[config.mk]
export PLATFORM = sky130hd
export DESIGN_NAME = fdiv_r16_top
export DESIGN_NICKNAME = d
export VERILOG_FILES = /design/src/logic/fdiv_r16_pkg.sv /design/src/logic/fdiv_r4_qds.sv /design/src/logic/fdiv_r16_block.sv /design/src/logic/fdiv_otf_conv.sv /design/src/logic/fdiv_r16_top.sv
export VERILOG_INCLUDE_DIRS = /design/src /design/src/include
export SDC_FILE = /design/constraint.sdc
export NUM_CORES = 1
export LEC_CHECK = 0
export ABC_AREA = 1
export BUFFER_PORTS_ARGS = -buffer_cell sky130_fd_sc_hd__buf_2
export CAP_MARGIN = 20
export CORE_MARGIN = 1.5
export CORE_UTILIZATION = 35
export DETAILED_ROUTE_END_ITERATION = 6
export PLACE_DENSITY = 0.53
export SLEW_MARGIN = 10
export SYNTH_ARGS = -nofsm -noshare
export SYNTH_HDL_FRONTEND = slang
export SYNTH_SLANG_ARGS = --single-unit
[constraint.sdc]
create_clock -name clk_i -period 10.1 [get_ports clk_i]
set_clock_uncertainty 0.15 [all_clocks]
set_input_delay 2.02 -clock clk_i [delete_from_list [all_inputs] [get_ports clk_i]]
set_output_delay 2.02 -clock clk_i [all_outputs]
set_load 0.01 [all_outputs]
[src/include/fdiv_r16_settings.svh]
// Widths assume normalized mantissas of the form 1.f with the hidden one present
// The selector window is 7 bits wide, since 3 fraction bits of the estimate are needed
// for the 3-bit divisor index without prescaling
`ifndef FDIV_R16_SETTINGS_SVH
`define FDIV_R16_SETTINGS_SVH

// Mantissa fraction bits and full mantissa width with the hidden one
`define FDIV_FRAC_W 16
`define FDIV_MANT_W 17

// Remainder is 4 integer bits (sign and guards) plus 20 fraction bits
`define FDIV_REM_W 24

// Five radix-16 iterations give 20 raw quotient bits of x/(4d)
`define FDIV_ITER_N 5
`define FDIV_QUOT_RAW_W 20

// Remainder estimate width and divisor index width seen by the digit selector
`define FDIV_QDS_REM_W 7
`define FDIV_DIV_IDX_W 3

// 1 selects five speculative selectors for the second step
`define FDIV_SRT_2ND_SPEC 1

`endif

[src/logic/fdiv_r16_pkg.sv]
// Shared types of the radix-16 mantissa divider
// Widths come from the settings header
`include "fdiv_r16_settings.svh"

package fdiv_r16_pkg;

	// One-hot quotient digit, bit order follows {n2, n1, z0, p1, p2}
	typedef enum logic [4:0] {
		DIG_N2 = 5'b10000,
		DIG_N1 = 5'b01000,
		DIG_Z0 = 5'b00100,
		DIG_P1 = 5'b00010,
		DIG_P2 = 5'b00001
	} quot_dig_e;

	// Carry-save remainder, value is (s + c) / 2^20 in two's complement
	typedef struct packed {
		logic [`FDIV_REM_W-1:0] s;
		logic [`FDIV_REM_W-1:0] c;
	} rem_cs_t;

	// Request payload, both operands are 1.f mantissas
	typedef struct packed {
		logic [`FDIV_MANT_W-1:0] dividend;
		logic [`FDIV_MANT_W-1:0] divisor;
	} fdiv_req_t;

	// Response payload, quot is floor(x * 2^16 / d)
	typedef struct packed {
		logic [`FDIV_MANT_W-1:0] quot;
		logic                    sticky;
	} fdiv_rsp_t;

	typedef enum logic [1:0] {
		ST_IDLE = 2'd0,
		ST_ITER = 2'd1,
		ST_FIX  = 2'd2,
		ST_DONE = 2'd3
	} fdiv_state_e;

endpackage

[src/logic/fdiv_r4_qds.sv]
// Radix-4 digit selection for a divisor in [1, 2) without prescaling
// The estimate is the truncated carry-save sum of 4w in units of 1/8
`timescale 1ns/1ps
`include "fdiv_r16_settings.svh"

module fdiv_r4_qds (
	input  logic [`FDIV_QDS_REM_W-1:0] rem_i,
	input  logic [`FDIV_DIV_IDX_W-1:0] div_idx_i,
	output fdiv_r16_pkg::quot_dig_e    dig_o
);

	logic signed [`FDIV_QDS_REM_W-1:0] est;
	// Lower bounds for picking +2, +1, 0 and -1
	logic signed [`FDIV_QDS_REM_W-1:0] th_p2;
	logic signed [`FDIV_QDS_REM_W-1:0] th_p1;
	logic signed [`FDIV_QDS_REM_W-1:0] th_z0;
	logic signed [`FDIV_QDS_REM_W-1:0] th_n1;

	assign est = $signed(rem_i);

	// ==================================================
	// Threshold rows, one per divisor interval of width 1/8
	// Each value lies inside the P-D overlap region, widened by the
	// truncation error of the estimate and the interval width
	// ==================================================
	always_comb begin
		case (div_idx_i)
			3'd0: begin
				th_p2 = 7'sd12; th_p1 = 7'sd4; th_z0 = -7'sd4; th_n1 = -7'sd13;
			end
			3'd1: begin
				th_p2 = 7'sd14; th_p1 = 7'sd4; th_z0 = -7'sd5; th_n1 = -7'sd15;
			end
			3'd2: begin
				th_p2 = 7'sd15; th_p1 = 7'sd4; th_z0 = -7'sd6; th_n1 = -7'sd16;
			end
			3'd3: begin
				th_p2 = 7'sd16; th_p1 = 7'sd5; th_z0 = -7'sd6; th_n1 = -7'sd18;
			end
			3'd4: begin
				th_p2 = 7'sd18; th_p1 = 7'sd5; th_z0 = -7'sd7; th_n1 = -7'sd19;
			end
			3'd5: begin
				th_p2 = 7'sd19; th_p1 = 7'sd6; th_z0 = -7'sd7; th_n1 = -7'sd21;
			end
			3'd6: begin
				th_p2 = 7'sd20; th_p1 = 7'sd6; th_z0 = -7'sd8; th_n1 = -7'sd22;
			end
			default: begin
				th_p2 = 7'sd22; th_p1 = 7'sd7; th_z0 = -7'sd8; th_n1 = -7'sd24;
			end
		endcase
	end

	// Priority compare from the top, so exactly one digit is active
	always_comb begin
		if (est >= th_p2)
			dig_o = fdiv_r16_pkg::DIG_P2;
		else if (est >= th_p1)
			dig_o = fdiv_r16_pkg::DIG_P1;
		else if (est >= th_z0)
			dig_o = fdiv_r16_pkg::DIG_Z0;
		else if (est >= th_n1)
			dig_o = fdiv_r16_pkg::DIG_N1;
		else
			dig_o = fdiv_r16_pkg::DIG_N2;
	end

endmodule

[src/logic/fdiv_r16_block.sv]
// Two chained radix-4 SRT steps per call in purely combinational logic
// The remainder must satisfy |w| <= 2d/3 on entry, which the caller guarantees
`timescale 1ns/1ps
`include "fdiv_r16_settings.svh"

module fdiv_r16_block #(
	parameter int SRT_2ND_SPEC = `FDIV_SRT_2ND_SPEC
) (
	input  fdiv_r16_pkg::rem_cs_t       rem_i,
	input  logic [`FDIV_MANT_W-1:0]     divisor_i,
	output fdiv_r16_pkg::rem_cs_t       rem_o,
	output fdiv_r16_pkg::quot_dig_e     dig_1st_o,
	output fdiv_r16_pkg::quot_dig_e     dig_2nd_o
);

	localparam int W = `FDIV_REM_W;
	localparam int E = `FDIV_QDS_REM_W;
	// Carry-in bit per digit position, set for the two positive digits
	localparam logic [4:0] CIN = 5'b00011;

	logic [W-1:0]                 div_x1;
	logic [W-1:0]                 div_x2;
	// Addend per digit position in the order of the one-hot digit bits
	logic [W-1:0]                 addend [5];
	logic [`FDIV_DIV_IDX_W-1:0]   div_idx;
	logic [E-1:0]                 est_1st;
	logic [E-1:0]                 est_2nd [5];
	fdiv_r16_pkg::rem_cs_t        cand_1st [5];
	fdiv_r16_pkg::rem_cs_t        cand_2nd [5];
	fdiv_r16_pkg::rem_cs_t        rem_1st;
	fdiv_r16_pkg::quot_dig_e      dig_1st;
	fdiv_r16_pkg::quot_dig_e      dig_2nd;

	// Scale the remainder by 4 and fold one addend in with a 3:2 compressor
	function automatic fdiv_r16_pkg::rem_cs_t csa_step(
		input fdiv_r16_pkg::rem_cs_t r,
		input logic [W-1:0]          add,
		input logic                  c_in
	);
		logic [W-1:0]          s_sh;
		logic [W-1:0]          c_sh;
		logic [W-1:0]          maj;
		fdiv_r16_pkg::rem_cs_t res;
		s_sh  = {r.s[W-3:0], 2'b00};
		c_sh  = {r.c[W-3:0], 2'b00};
		maj   = (s_sh & c_sh) | (s_sh & add) | (c_sh & add);
		res.s = s_sh ^ c_sh ^ add;
		// Carry-in completes the two's complement for positive digits
		res.c = {maj[W-2:0], c_in};
		return res;
	endfunction

	// ==================================================
	// Divisor multiples
	// ==================================================
	assign div_x1  = {{(W-`FDIV_MANT_W-4){1'b0}}, divisor_i, 4'b0000};
	assign div_x2  = {{(W-`FDIV_MANT_W-5){1'b0}}, divisor_i, 5'b00000};
	// Top fraction bits pick the threshold row
	assign div_idx = divisor_i[`FDIV_FRAC_W-1 -: `FDIV_DIV_IDX_W];

	// Negative digits add the multiple and positive digits subtract it
	assign addend[4] = div_x2;
	assign addend[3] = div_x1;
	assign addend[2] = '0;
	assign addend[1] = ~div_x1;
	assign addend[0] = ~div_x2;

	// ==================================================
	// First step
	// ==================================================
	// Estimate of 4w from the top bits of both words
	assign est_1st = rem_i.s[W-3 -: E] + rem_i.c[W-3 -: E];

	fdiv_r4_qds u_qds_1st (
		.rem_i     (est_1st),
		.div_idx_i (div_idx),
		.dig_o     (dig_1st)
	);

	always_comb begin
		rem_1st = '0;
		for (int i = 0; i < 5; i++) begin
			cand_1st[i] = csa_step(rem_i, addend[i], CIN[i]);
			// One second-step estimate per first-digit candidate
			est_2nd[i]  = cand_1st[i].s[W-3 -: E] + cand_1st[i].c[W-3 -: E];
			rem_1st     = rem_1st | ({(2*W){dig_1st[i]}} & cand_1st[i]);
		end
	end

	// ==================================================
	// Second step digit
	// ==================================================
	if (SRT_2ND_SPEC == 1) begin : g_spec
		fdiv_r16_pkg::quot_dig_e dig_spec [5];
		logic [4:0]              dig_mux;

		// Select a second digit for every possible first digit in parallel
		for (genvar g = 0; g < 5; g++) begin : g_qds
			fdiv_r4_qds u_qds_spec (
				.rem_i     (est_2nd[g]),
				.div_idx_i (div_idx),
				.dig_o     (dig_spec[g])
			);
		end

		always_comb begin
			dig_mux = '0;
			for (int i = 0; i < 5; i++)
				dig_mux = dig_mux | ({5{dig_1st[i]}} & dig_spec[i]);
		end
		assign dig_2nd = fdiv_r16_pkg::quot_dig_e'(dig_mux);
	end else begin : g_nospec
		logic [E-1:0] est_sel;

		// Pick the estimate first, then run a single selector
		always_comb begin
			est_sel = '0;
			for (int i = 0; i < 5; i++)
				est_sel = est_sel | ({E{dig_1st[i]}} & est_2nd[i]);
		end

		fdiv_r4_qds u_qds_2nd (
			.rem_i     (est_sel),
			.div_idx_i (div_idx),
			.dig_o     (dig_2nd)
		);
	end

	// ==================================================
	// Second step remainder
	// ==================================================
	always_comb begin
		rem_o = '0;
		for (int i = 0; i < 5; i++) begin
			cand_2nd[i] = csa_step(rem_1st, addend[i], CIN[i]);
			rem_o       = rem_o | ({(2*W){dig_2nd[i]}} & cand_2nd[i]);
		end
	end

	assign dig_1st_o = dig_1st;
	assign dig_2nd_o = dig_2nd;

endmodule

[src/logic/fdiv_otf_conv.sv]
// On-the-fly conversion of two radix-4 digits per step into Q and QM = Q - 1
// Load clears both registers, which is safe since the first digit is always positive
`timescale 1ns/1ps
`include "fdiv_r16_settings.svh"

module fdiv_otf_conv (
	input  logic                           clk_i,
	input  logic                           rst_n_i,
	input  logic                           load_i,
	input  logic                           step_i,
	input  fdiv_r16_pkg::quot_dig_e        dig_1st_i,
	input  fdiv_r16_pkg::quot_dig_e        dig_2nd_i,
	output logic [`FDIV_QUOT_RAW_W-1:0]    q_o,
	output logic [`FDIV_QUOT_RAW_W-1:0]    qm_o
);

	localparam int QW = `FDIV_QUOT_RAW_W;

	logic [QW-1:0] q_r;
	logic [QW-1:0] qm_r;
	logic [QW-1:0] q_mid;
	logic [QW-1:0] qm_mid;
	logic [QW-1:0] q_nxt;
	logic [QW-1:0] qm_nxt;

	// Append one digit, returns {Q, QM}
	function automatic logic [2*QW-1:0] otf_digit(
		input logic [QW-1:0]         q,
		input logic [QW-1:0]         qm,
		input fdiv_r16_pkg::quot_dig_e dig
	);
		logic [QW-3:0] qh;
		logic [QW-3:0] qmh;
		qh  = q[QW-3:0];
		qmh = qm[QW-3:0];
		case (dig)
			fdiv_r16_pkg::DIG_P2: return {qh, 2'd2, qh, 2'd1};
			fdiv_r16_pkg::DIG_P1: return {qh, 2'd1, qh, 2'd0};
			fdiv_r16_pkg::DIG_Z0: return {qh, 2'd0, qmh, 2'd3};
			// Negative digits borrow from QM instead of subtracting from Q
			fdiv_r16_pkg::DIG_N1: return {qmh, 2'd3, qmh, 2'd2};
			default:              return {qmh, 2'd2, qmh, 2'd1};
		endcase
	endfunction

	assign {q_mid, qm_mid} = otf_digit(q_r, qm_r, dig_1st_i);
	assign {q_nxt, qm_nxt} = otf_digit(q_mid, qm_mid, dig_2nd_i);

	always_ff @(posedge clk_i or negedge rst_n_i) begin
		if (!rst_n_i) begin
			q_r  <= '0;
			qm_r <= '0;
		end else if (load_i) begin
			q_r  <= '0;
			qm_r <= '0;
		end else if (step_i) begin
			q_r  <= q_nxt;
			qm_r <= qm_nxt;
		end
	end

	assign q_o  = q_r;
	assign qm_o = qm_r;

endmodule

[src/logic/fdiv_r16_top.sv]
// One division in flight, the response comes ITER_N + 2 cycles after acceptance
// counting the accepting cycle, operands must be normalized 1.f mantissas
`timescale 1ns/1ps
`include "fdiv_r16_settings.svh"

module fdiv_r16_top (
	input  logic                     clk_i,
	input  logic                     rst_n_i,
	input  logic                     req_valid_i,
	output logic                     req_ready_o,
	input  fdiv_r16_pkg::fdiv_req_t  req_i,
	output logic                     rsp_valid_o,
	input  logic                     rsp_ready_i,
	output fdiv_r16_pkg::fdiv_rsp_t  rsp_o
);

	localparam int W     = `FDIV_REM_W;
	localparam int CNT_W = $clog2(`FDIV_ITER_N);

	fdiv_r16_pkg::fdiv_state_e       state;
	logic [CNT_W-1:0]                iter_cnt;
	logic                            accept;
	fdiv_r16_pkg::rem_cs_t           rem_q;
	fdiv_r16_pkg::rem_cs_t           rem_nxt;
	logic [`FDIV_MANT_W-1:0]         div_q;
	fdiv_r16_pkg::quot_dig_e         dig_1st;
	fdiv_r16_pkg::quot_dig_e         dig_2nd;
	logic [`FDIV_QUOT_RAW_W-1:0]     quot_q;
	logic [`FDIV_QUOT_RAW_W-1:0]     quot_qm;
	logic [`FDIV_QUOT_RAW_W-1:0]     quot_sel;
	logic [W-1:0]                    rem_sum;
	logic [W-1:0]                    rem_fix;
	logic                            rem_neg;
	logic                            rem_nz;
	fdiv_r16_pkg::fdiv_rsp_t         rsp_q;

	assign req_ready_o = (state == fdiv_r16_pkg::ST_IDLE);
	assign accept      = req_valid_i & req_ready_o;
	assign rsp_valid_o = (state == fdiv_r16_pkg::ST_DONE);

	// ==================================================
	// Control FSM
	// ==================================================
	always_ff @(posedge clk_i or negedge rst_n_i) begin
		if (!rst_n_i) begin
			state    <= fdiv_r16_pkg::ST_IDLE;
			iter_cnt <= '0;
		end else begin
			case (state)
				fdiv_r16_pkg::ST_IDLE: begin
					iter_cnt <= '0;
					if (accept)
						state <= fdiv_r16_pkg::ST_ITER;
				end
				fdiv_r16_pkg::ST_ITER: begin
					// Exactly ITER_N radix-16 iterations
					if (iter_cnt == CNT_W'(`FDIV_ITER_N - 1))
						state <= fdiv_r16_pkg::ST_FIX;
					iter_cnt <= iter_cnt + 1'b1;
				end
				fdiv_r16_pkg::ST_FIX: state <= fdiv_r16_pkg::ST_DONE;
				default: begin
					// Hold the response until the consumer takes it
					if (rsp_ready_i)
						state <= fdiv_r16_pkg::ST_IDLE;
				end
			endcase
		end
	end

	// ==================================================
	// Remainder and divisor registers
	// ==================================================
	// Initial remainder is x/4, so |w| <= 2d/3 holds from the start
	always_ff @(posedge clk_i) begin
		if (accept) begin
			rem_q.s <= {{(W-`FDIV_MANT_W-2){1'b0}}, req_i.dividend, 2'b00};
			rem_q.c <= '0;
			div_q   <= req_i.divisor;
		end else if (state == fdiv_r16_pkg::ST_ITER) begin
			rem_q   <= rem_nxt;
		end
	end

	fdiv_r16_block #(
		.SRT_2ND_SPEC (`FDIV_SRT_2ND_SPEC)
	) u_block (
		.rem_i     (rem_q),
		.divisor_i (div_q),
		.rem_o     (rem_nxt),
		.dig_1st_o (dig_1st),
		.dig_2nd_o (dig_2nd)
	);

	fdiv_otf_conv u_conv (
		.clk_i     (clk_i),
		.rst_n_i   (rst_n_i),
		.load_i    (accept),
		.step_i    (state == fdiv_r16_pkg::ST_ITER),
		.dig_1st_i (dig_1st),
		.dig_2nd_i (dig_2nd),
		.q_o       (quot_q),
		.qm_o      (quot_qm)
	);

	// ==================================================
	// Final correction
	// ==================================================
	assign rem_sum  = rem_q.s + rem_q.c;
	assign rem_neg  = rem_sum[W-1];
	// A negative remainder is restored by one divisor and the quotient drops by one
	assign rem_fix  = rem_sum + {{(W-`FDIV_MANT_W-4){1'b0}}, div_q, 4'b0000};
	assign rem_nz   = rem_neg ? (|rem_fix) : (|rem_sum);
	assign quot_sel = rem_neg ? quot_qm : quot_q;

	// Raw quotient is x/(4d) with 20 fraction bits, bits 18..2 give x*2^16/d
	always_ff @(posedge clk_i) begin
		if (state == fdiv_r16_pkg::ST_FIX) begin
			rsp_q.quot   <= quot_sel[`FDIV_FRAC_W+2:2];
			rsp_q.sticky <= rem_nz | (|quot_sel[1:0]);
		end
	end

	assign rsp_o = rsp_q;

endmodule

==> results.tsv, run 1 <==
stage	metric	value	unit
outcome	outcome	completed	
setup_path	critical path launch point type	register	
clocking	setup bufs post-CTS	0	
floorplanning	Die Y	231	um
timing	fmax	155	MHz
clocking	CTS H-tree lvls	4	
placement	placed cell area	0.0192	mm2
clocking	Num CTS Buffers	17	
logic_synthesis	Post-synth top cells	799 x nand2_1, 449 x inv_1, 216 x nor2_1	
timing	fin crit period	6.46	ns
logic_synthesis	Yosys cell types	55	
placement	GP Congestion	0.986	
logic_synthesis	Yosys reg bits	122	
floorplanning	Core Region	0.0513	mm2
detailed_routing	final wirelength	61400	um
timing	Final Max Tran Viols	0	
clocking	Clock Sinks	122	
logic_synthesis	syn_nets	3011	
global_routing	total gr overflow	0	
logic_synthesis	Synth area leader	nand2_1	
clocking	Max clock buf depth	2	
global_routing	largest net degree at the start of global routing	51	
placement	placed instance count	3338	
timing	RSZ-0062 raised after global routing	false	
logic_synthesis	XOR/XNOR Fraction of Synth Area	1.95	%
clocking	CTS resizes	0	
setup_path	Critical Path Slowest Stage Cell	a2111oi_1	
logic_synthesis	Post-Synth Adder-Cell Area	28.7	%
logic_synthesis	largest family of logic cells by synthesized area	simple AND/OR/NAND/NOR gates	
detailed_routing	Final ANT Viol Nets	0	
logic_synthesis	synth top area cells	nand2_1 16%, fa_1 16%, ha_1 13%	
floorplanning	FP Rows	83	
clocking	CTS tree	yes	
global_routing	GRT Util Overall	23.3	%
timing	worst slew pin tran	1.03	ns
setup_path	most frequent CP cell	nand2_1	
clocking	clk slew on worst S/H paths	0.07	ns
placement	I/O Buffers	57	
global_routing	initial antenna violation count	1	
logic_synthesis	dominant register cell in the synthesized netlist	edfxtp_1	
clocking	hold bufs inserted after CTS	0	
logic_synthesis	post-synthesis mux area share	0	%
placement	dpl hpwl	46600	um
logic_synthesis	Async SR Flop Fraction	35.2	%
setup_path	flop2flop setup slack	3.64	ns
finish	Design Area, Final	0.0198	mm2
finish	Finished Layout Cells	3374	
logic_synthesis	cells after synthesis	2641	
timing	Setup TNS	0	ns
global_routing	vias in the first global route	17000	
setup_path	CP arrival	6.52	ns
logic_synthesis	most frequent cell after synthesis	nand2_1	
worst_hold_path	Hold Crit Class	reg2reg	
setup_path	worst-path cell chain	clkinv_1 > nand2_1 > inv_1 > ha_1 > inv_1 > nor2_2 > nand3b_1 > nand2_4 > nor2_4 > nand2_4 > o22ai_1 > a2111oi_1 > inv_1 > fa_1 > nand2_1 > nand2_1 > nor2_1 > nand2_1 > nand2_1 > nand2_1	
setup_path	max incr delay on CP	0.74	ns
logic_synthesis	complex-gate fraction of the synthesized area	11.2	%
timing	Hold Fails Final Rpt	0	
setup_path	maximum fanout along the worst path	30	
clocking	Clock Latency Late Sink	0.45	ns
detailed_routing	# DRC	0	
detailed_routing	DRT Pass-1 Iters	6	
clocking	Root Driver	clkbuf_16	
logic_synthesis	simple-gate share of the synthesized area	28.8	%
timing	Setup violations, final	0	
global_routing	first-pass GRT wire length	96000	um
logic_synthesis	Synth top area share	16.5	%
detailed_routing	DR vias/cell	5.14	
finish	# diodes	0	
timing	Slew headroom	31.4	%
logic_synthesis	yosys warns	0	
finish	final net count	3051	
setup_path	Buf+Inv Stages, Crit Path	4	
setup_path	family with the most delay on the worst path	simple AND/OR/NAND/NOR gates	
floorplanning	Die Area	0.0534	mm2
detailed_routing	vias after detailed routing	17300	
finish	P&R area growth vs syn	8.69	%
setup_path	Worst Path Required	10.15	ns
detailed_routing	initial detailed-routing violation count	1373	
timing	fin crit share	64.0	%
setup_path	crit path kind	reg2reg	
logic_synthesis	sequential area share after synthesis	17.5	%
floorplanning	I/O pins	58	
logic_synthesis	Syn Std Cell Area	0.0182	mm2
setup_path	Critical Path Sink Type	register	
floorplanning	Die W	231	um
run	maxcap violations	0	
detailed_routing	WL/cell	18.2	um
logic_synthesis	Mean Syn Cell Area	6.89	um2
floorplanning	Starting Density	35.5	%
finish	layout cells sized above 1	7.05	%
logic_synthesis	Post-synth EDFFs	52	
worst min-delay path, stage by stage, from the launching register on:
cell	delay [ns]
dfxtp_1	0.32
nand2_1	0.06
nand2_1	0.04
area by class of cell:
class / count / area, um2
inverters: 464 / 1740
fillers: 5444 / 31500
flip-flops and latches: 122 / 3180
clock buffers: 19 / 454
well taps: 680 / 851
clock inverters: 13 / 110
repair buffers: 90 / 538
multi-input cells: 1986 / 12900
kinds of logic (layout without fill, tap and decap cells):
family          count (synthesis)  in the layout
buf+inv                       533            586
fa+ha+maj                     332            332
xor+xnor                       38             38
compound gates                355            355
flops                         122            122
simple gates                 1261           1261
metal layers:
layer  up-vias  global-route usage, %  share of wire (%)
met4         0                   9.15                3.5
met5         -                      0                  0
met2       561                   39.3                 47
li1       8410                      -                  -
met1      8260                   30.0                 44
met3       117                   3.31                5.5
sequential cells by signal (all words and copies together) (netlist names):
signal and cells:
div_q 17, iter_cnt 3, rem_q 44, rsp_o 18
state 2, u_conv.q_o 19, u_conv.qm_o 19
cells in the final DEF, fill, tap and decap left out, types with 4 or more instances in the layout:
| cell | synthesis | layout |
|---|---|---|
| a2111oi_1 | 13 | 13 |
| o21ai_0 | 140 | 140 |
| edfxtp_1 | 52 | 52 |
| fa_1 | 143 | 143 |
| dfxtp_1 | 27 | 27 |
| o22ai_1 | 15 | 15 |
| a2111oi_0 | 11 | 11 |
| a21boi_0 | 13 | 13 |
| or2_2 | 14 | 14 |
| inv_1 | 449 | 448 |
| nor2_4 | 6 | 9 |
| xor2_1 | 26 | 26 |
| inv_6 | 0 | 4 |
| clkbuf_16 | 0 | 18 |
| dfrtp_1 | 43 | 43 |
| o21a_1 | 10 | 10 |
| nand3_1 | 133 | 131 |
| nand4_1 | 34 | 34 |
| xnor2_1 | 9 | 9 |
| buf_2 | 24 | 57 |
| clkinv_4 | 0 | 5 |
| nand2_1 | 799 | 799 |
| nand3_2 | 3 | 5 |
| inv_2 | 12 | 13 |
| ha_1 | 189 | 189 |
| a21oi_1 | 110 | 110 |
| nor3_1 | 18 | 18 |
| nor2_1 | 216 | 214 |
| nand3b_1 | 8 | 8 |
| nand2_2 | 16 | 16 |
| buf_4 | 8 | 29 |
| o211ai_1 | 5 | 5 |
| o221ai_1 | 6 | 6 |
| o21ai_1 | 19 | 19 |
through the flow:
stage | setup slack (ns) | hold WS [ns] | util (%)
after floorplan | 5.02 | 0.282 | -
after global placement | 3.78 | 0.304 | 37.4
after detailed placement | 3.53 | 0.303 | 37.4
after CTS | 3.51 | 0.318 | 38.5
after global routing | 2.99 | 0.340 | 38.5
final | 3.64 | 0.316 | 38.5
path summary, 6_finish.rpt:
kind                            cells past startpoint                   start                           to
worst max-delay path                               20     div_q[15]$_DFFE_PP_          rem_q[41]$_DFFE_PP_
min in group asynchronous                           1                 rst_n_i  u_conv.qm_o[12]$_DFFE_PN0P_
worst min register to register                      2  rem_q[21]$_SDFFE_PP0P_       rem_q[21]$_SDFFE_PP0P_
worst min-delay path                                2  rem_q[21]$_SDFFE_PP0P_       rem_q[21]$_SDFFE_PP0P_
worst max register to register                     20     div_q[15]$_DFFE_PP_          rem_q[41]$_DFFE_PP_
max in group asynchronous                           2                 rst_n_i    u_conv.q_o[6]$_DFFE_PN0P_
Power of run 1 is not shown: default switching activity piles up to over one toggle a cycle in this logic, so the estimate is an artifact.
==> inputs of run 2 (changes only) <==
--- a/config.mk
+++ b/config.mk
@@ -12,7 +12,7 @@
 export CORE_MARGIN = 1.5
 export CORE_UTILIZATION = 35
 export DETAILED_ROUTE_END_ITERATION = 6
-export PLACE_DENSITY = 0.53
+export PLACE_DENSITY = 0.55
 export SLEW_MARGIN = 10
 export SYNTH_ARGS = -nofsm -noshare
 export SYNTH_HDL_FRONTEND = slang
==> constraint.sdc (replaced) <==
create_clock -name clk_i -period 5.5 [get_ports clk_i]
set_clock_uncertainty 0.15 [all_clocks]
set_input_delay 1.1 -clock clk_i [delete_from_list [all_inputs] [get_ports clk_i]]
set_output_delay 1.1 -clock clk_i [all_outputs]
set_load 0.01 [all_outputs]
==> run 2 against run 1 <==
Core utilization rose by 1.2 points. Flip-flop and latch count did not move. Worst setup slack got worse by 3.4 ns. Sequential share of layout area fell by 0.48 points. Hold slack improved by 0.0030 ns. Non-clock buffer count rose by 58. Global-route usage rose by 0.33 points. Cell area rose by 3.1%. Via count fell by 0.17%. Clock-buffer cell count did not move. Highest routed layer unchanged.
==> results.tsv, run 2 (synthesized netlist as in run 1, its figures left out) <==
stage	metric	value	unit
run	maxcap violations	0	
finish	max reg flops	44	
global_routing	vias in the first global route	17100	
placement	GP Congestion	0.951	
finish	# diodes	0	
clocking	Clock Sinks	122	
detailed_routing	initial detailed-routing violation count	1247	
floorplanning	Core Region	0.0513	mm2
setup_path	Critical Path Slowest Stage Cell	edfxtp_1	
clocking	CTS tree	yes	
global_routing	initial antenna violation count	0	
setup_path	max incr delay on CP	0.61	ns
clocking	clk slew on worst S/H paths	0.07	ns
setup_path	maximum fanout along the worst path	25	
setup_path	Buf+Inv Stages, Crit Path	6	
floorplanning	FP Rows	83	
detailed_routing	DRT Pass-1 Iters	7	
finish	final net count	3109	
placement	I/O Buffers	57	
finish	Reg with most FFs	rem_q	
floorplanning	Starting Density	35.5	%
timing	fmax	190	MHz
detailed_routing	WL/cell	18.0	um
detailed_routing	final wirelength	61800	um
clocking	Num CTS Buffers	17	
global_routing	total gr overflow	0	
timing	Hold Fails Final Rpt	0	
floorplanning	I/O pins	58	
finish	P&R area growth vs syn	12.1	%
floorplanning	Die Area	0.0534	mm2
timing	worst slew pin tran	1.02	ns
placement	dpl hpwl	48300	um
timing	Setup violations, final	0	
floorplanning	Die W	231	um
clocking	CTS H-tree lvls	4	
floorplanning	Die Y	231	um
finish	layout cells sized above 1	9.34	%
detailed_routing	# DRC	0	
global_routing	first-pass GRT wire length	97300	um
timing	Slew headroom	31.6	%
outcome	outcome	completed	
finish	most common cell after layout, fill and taps aside	nand2_1	
detailed_routing	vias after detailed routing	17300	
setup_path	crit path kind	reg2reg	
global_routing	GRT Util Overall	23.7	%
setup_path	Critical Path Sink Type	register	
timing	Setup TNS	0	ns
finish	commonest non-fill, non-tap cells in the layout	798 x nand2_1, 446 x inv_1, 214 x nor2_1	
setup_path	family with the most delay on the worst path	adder cells	
setup_path	Worst Path Required	5.51	ns
timing	fin crit period	5.26	ns
timing	Final Max Tran Viols	0	
global_routing	largest net degree at the start of global routing	50	
detailed_routing	Final ANT Viol Nets	0	
setup_path	critical path launch point type	register	
timing	fin crit share	95.6	%
clocking	Clock Latency Late Sink	0.46	ns
setup_path	CP arrival	5.27	ns
worst_hold_path	Hold Crit Class	reg2reg	
clocking	Root Driver	clkbuf_16	
clocking	Max clock buf depth	2	
detailed_routing	DR vias/cell	5.05	
setup_path	most frequent CP cell	nand2_1	
## run 2: cell count changes in the layout (fill, tap and decap cells not counted), moves of 3 or more
| cell | before | now |
|---|---|---|
| buf_12 | 1 | 8 |
| buf_4 | 29 | 83 |
| clkbuf_2 | 3 | 0 |
| clkinv_4 | 5 | 2 |
| clkinvlp_4 | 2 | 5 |
## run 2: what timing repair did
action | CTS | global route
hold buffers | 0 | 0
buffers inserted | 0 | 3
setup endpoints to repair | 2 | 62
gates resized for setup | 2 | 9
## run 2: final timing paths
check                           cells past startpoint                           to                   start  slack (ns)
worst max-delay path                               26          rem_q[39]$_DFFE_PP_     div_q[10]$_DFFE_PP_        0.24
worst min-delay path                                2       rem_q[21]$_SDFFE_PP0P_  rem_q[21]$_SDFFE_PP0P_        0.32
worst max register to register                     26          rem_q[39]$_DFFE_PP_     div_q[10]$_DFFE_PP_        0.24
worst min register to register                      2       rem_q[21]$_SDFFE_PP0P_  rem_q[21]$_SDFFE_PP0P_        0.32
max in group asynchronous                           2   u_conv.q_o[18]$_DFFE_PN0P_                 rst_n_i        4.33
min in group asynchronous                           1  u_conv.qm_o[17]$_DFFE_PN0P_                 rst_n_i        0.37
## run 2: per-stage QoR
| stage | instance area, um2 | util [%] | instances | setup WS [ns] | hold WS (ns) |
|---|---|---|---|---|---|
| 4_1_cts | 20300 | 39.6 | 3428 | 0.0767 | 0.315 |
| 5_1_grt | 20400 | 39.7 | 3432 | -0.0117 | 0.329 |
| 2_1_floorplan | 18200 | - | 2641 | 0.420 | 0.282 |
| 6_report | 20400 | 39.7 | 3432 | 0.244 | 0.319 |
| 3_5_place_dp | 19700 | 38.4 | 3396 | -0.0304 | 0.305 |
| 3_3_place_gp | 19700 | 38.4 | 3396 | 0.0169 | 0.305 |
## run 2: metal layers
| layer | vias to the layer above | track usage (%) | wire (um) |
|---|---|---|---|
| li1 | 8529 | - | - |
| met2 | 479 | 40.2 | 29400 |
| met4 | 0 | 8.76 | 2140 |
| met5 | - | 0 | 0 |
| met3 | 98 | 2.80 | 3040 |
| met1 | 8212 | 30.7 | 27300 |
## run 2: worst register-to-register path, cell delays in order (launching register included)
cell and delay (ns):
edfxtp_1 0.61, clkinvlp_4 0.20, fa_1 0.57, ha_1 0.21, inv_1 0.07, fa_1 0.48
inv_1 0.08, nand3_1 0.07, nand2_1 0.11, xnor2_1 0.23, inv_1 0.13, ha_1 0.33
a21oi_1 0.15, nand2_1 0.07, nand2_1 0.06, nand2_1 0.12, nand2_1 0.08, inv_1 0.04
nor2_2 0.15, nand3_2 0.21, buf_4 0.31, nand2_1 0.12, nand2_1 0.05, nor2_1 0.08
nand2_1 0.06, nand2_1 0.06, nand2_1 0.17
## run 2: layout make-up
cell class                      instances  area, um2
Multi-Input combinational cell       1986      13000
Tap cell                              680        851
Inverter                              464       1750
Sequential cell                       122       3180
Clock inverter                         13        144
Fill cell                            5478      30900
Clock buffer                           19        443
Timing Repair Buffer                  148       1070
Power of run 2 is left out for the same reason.
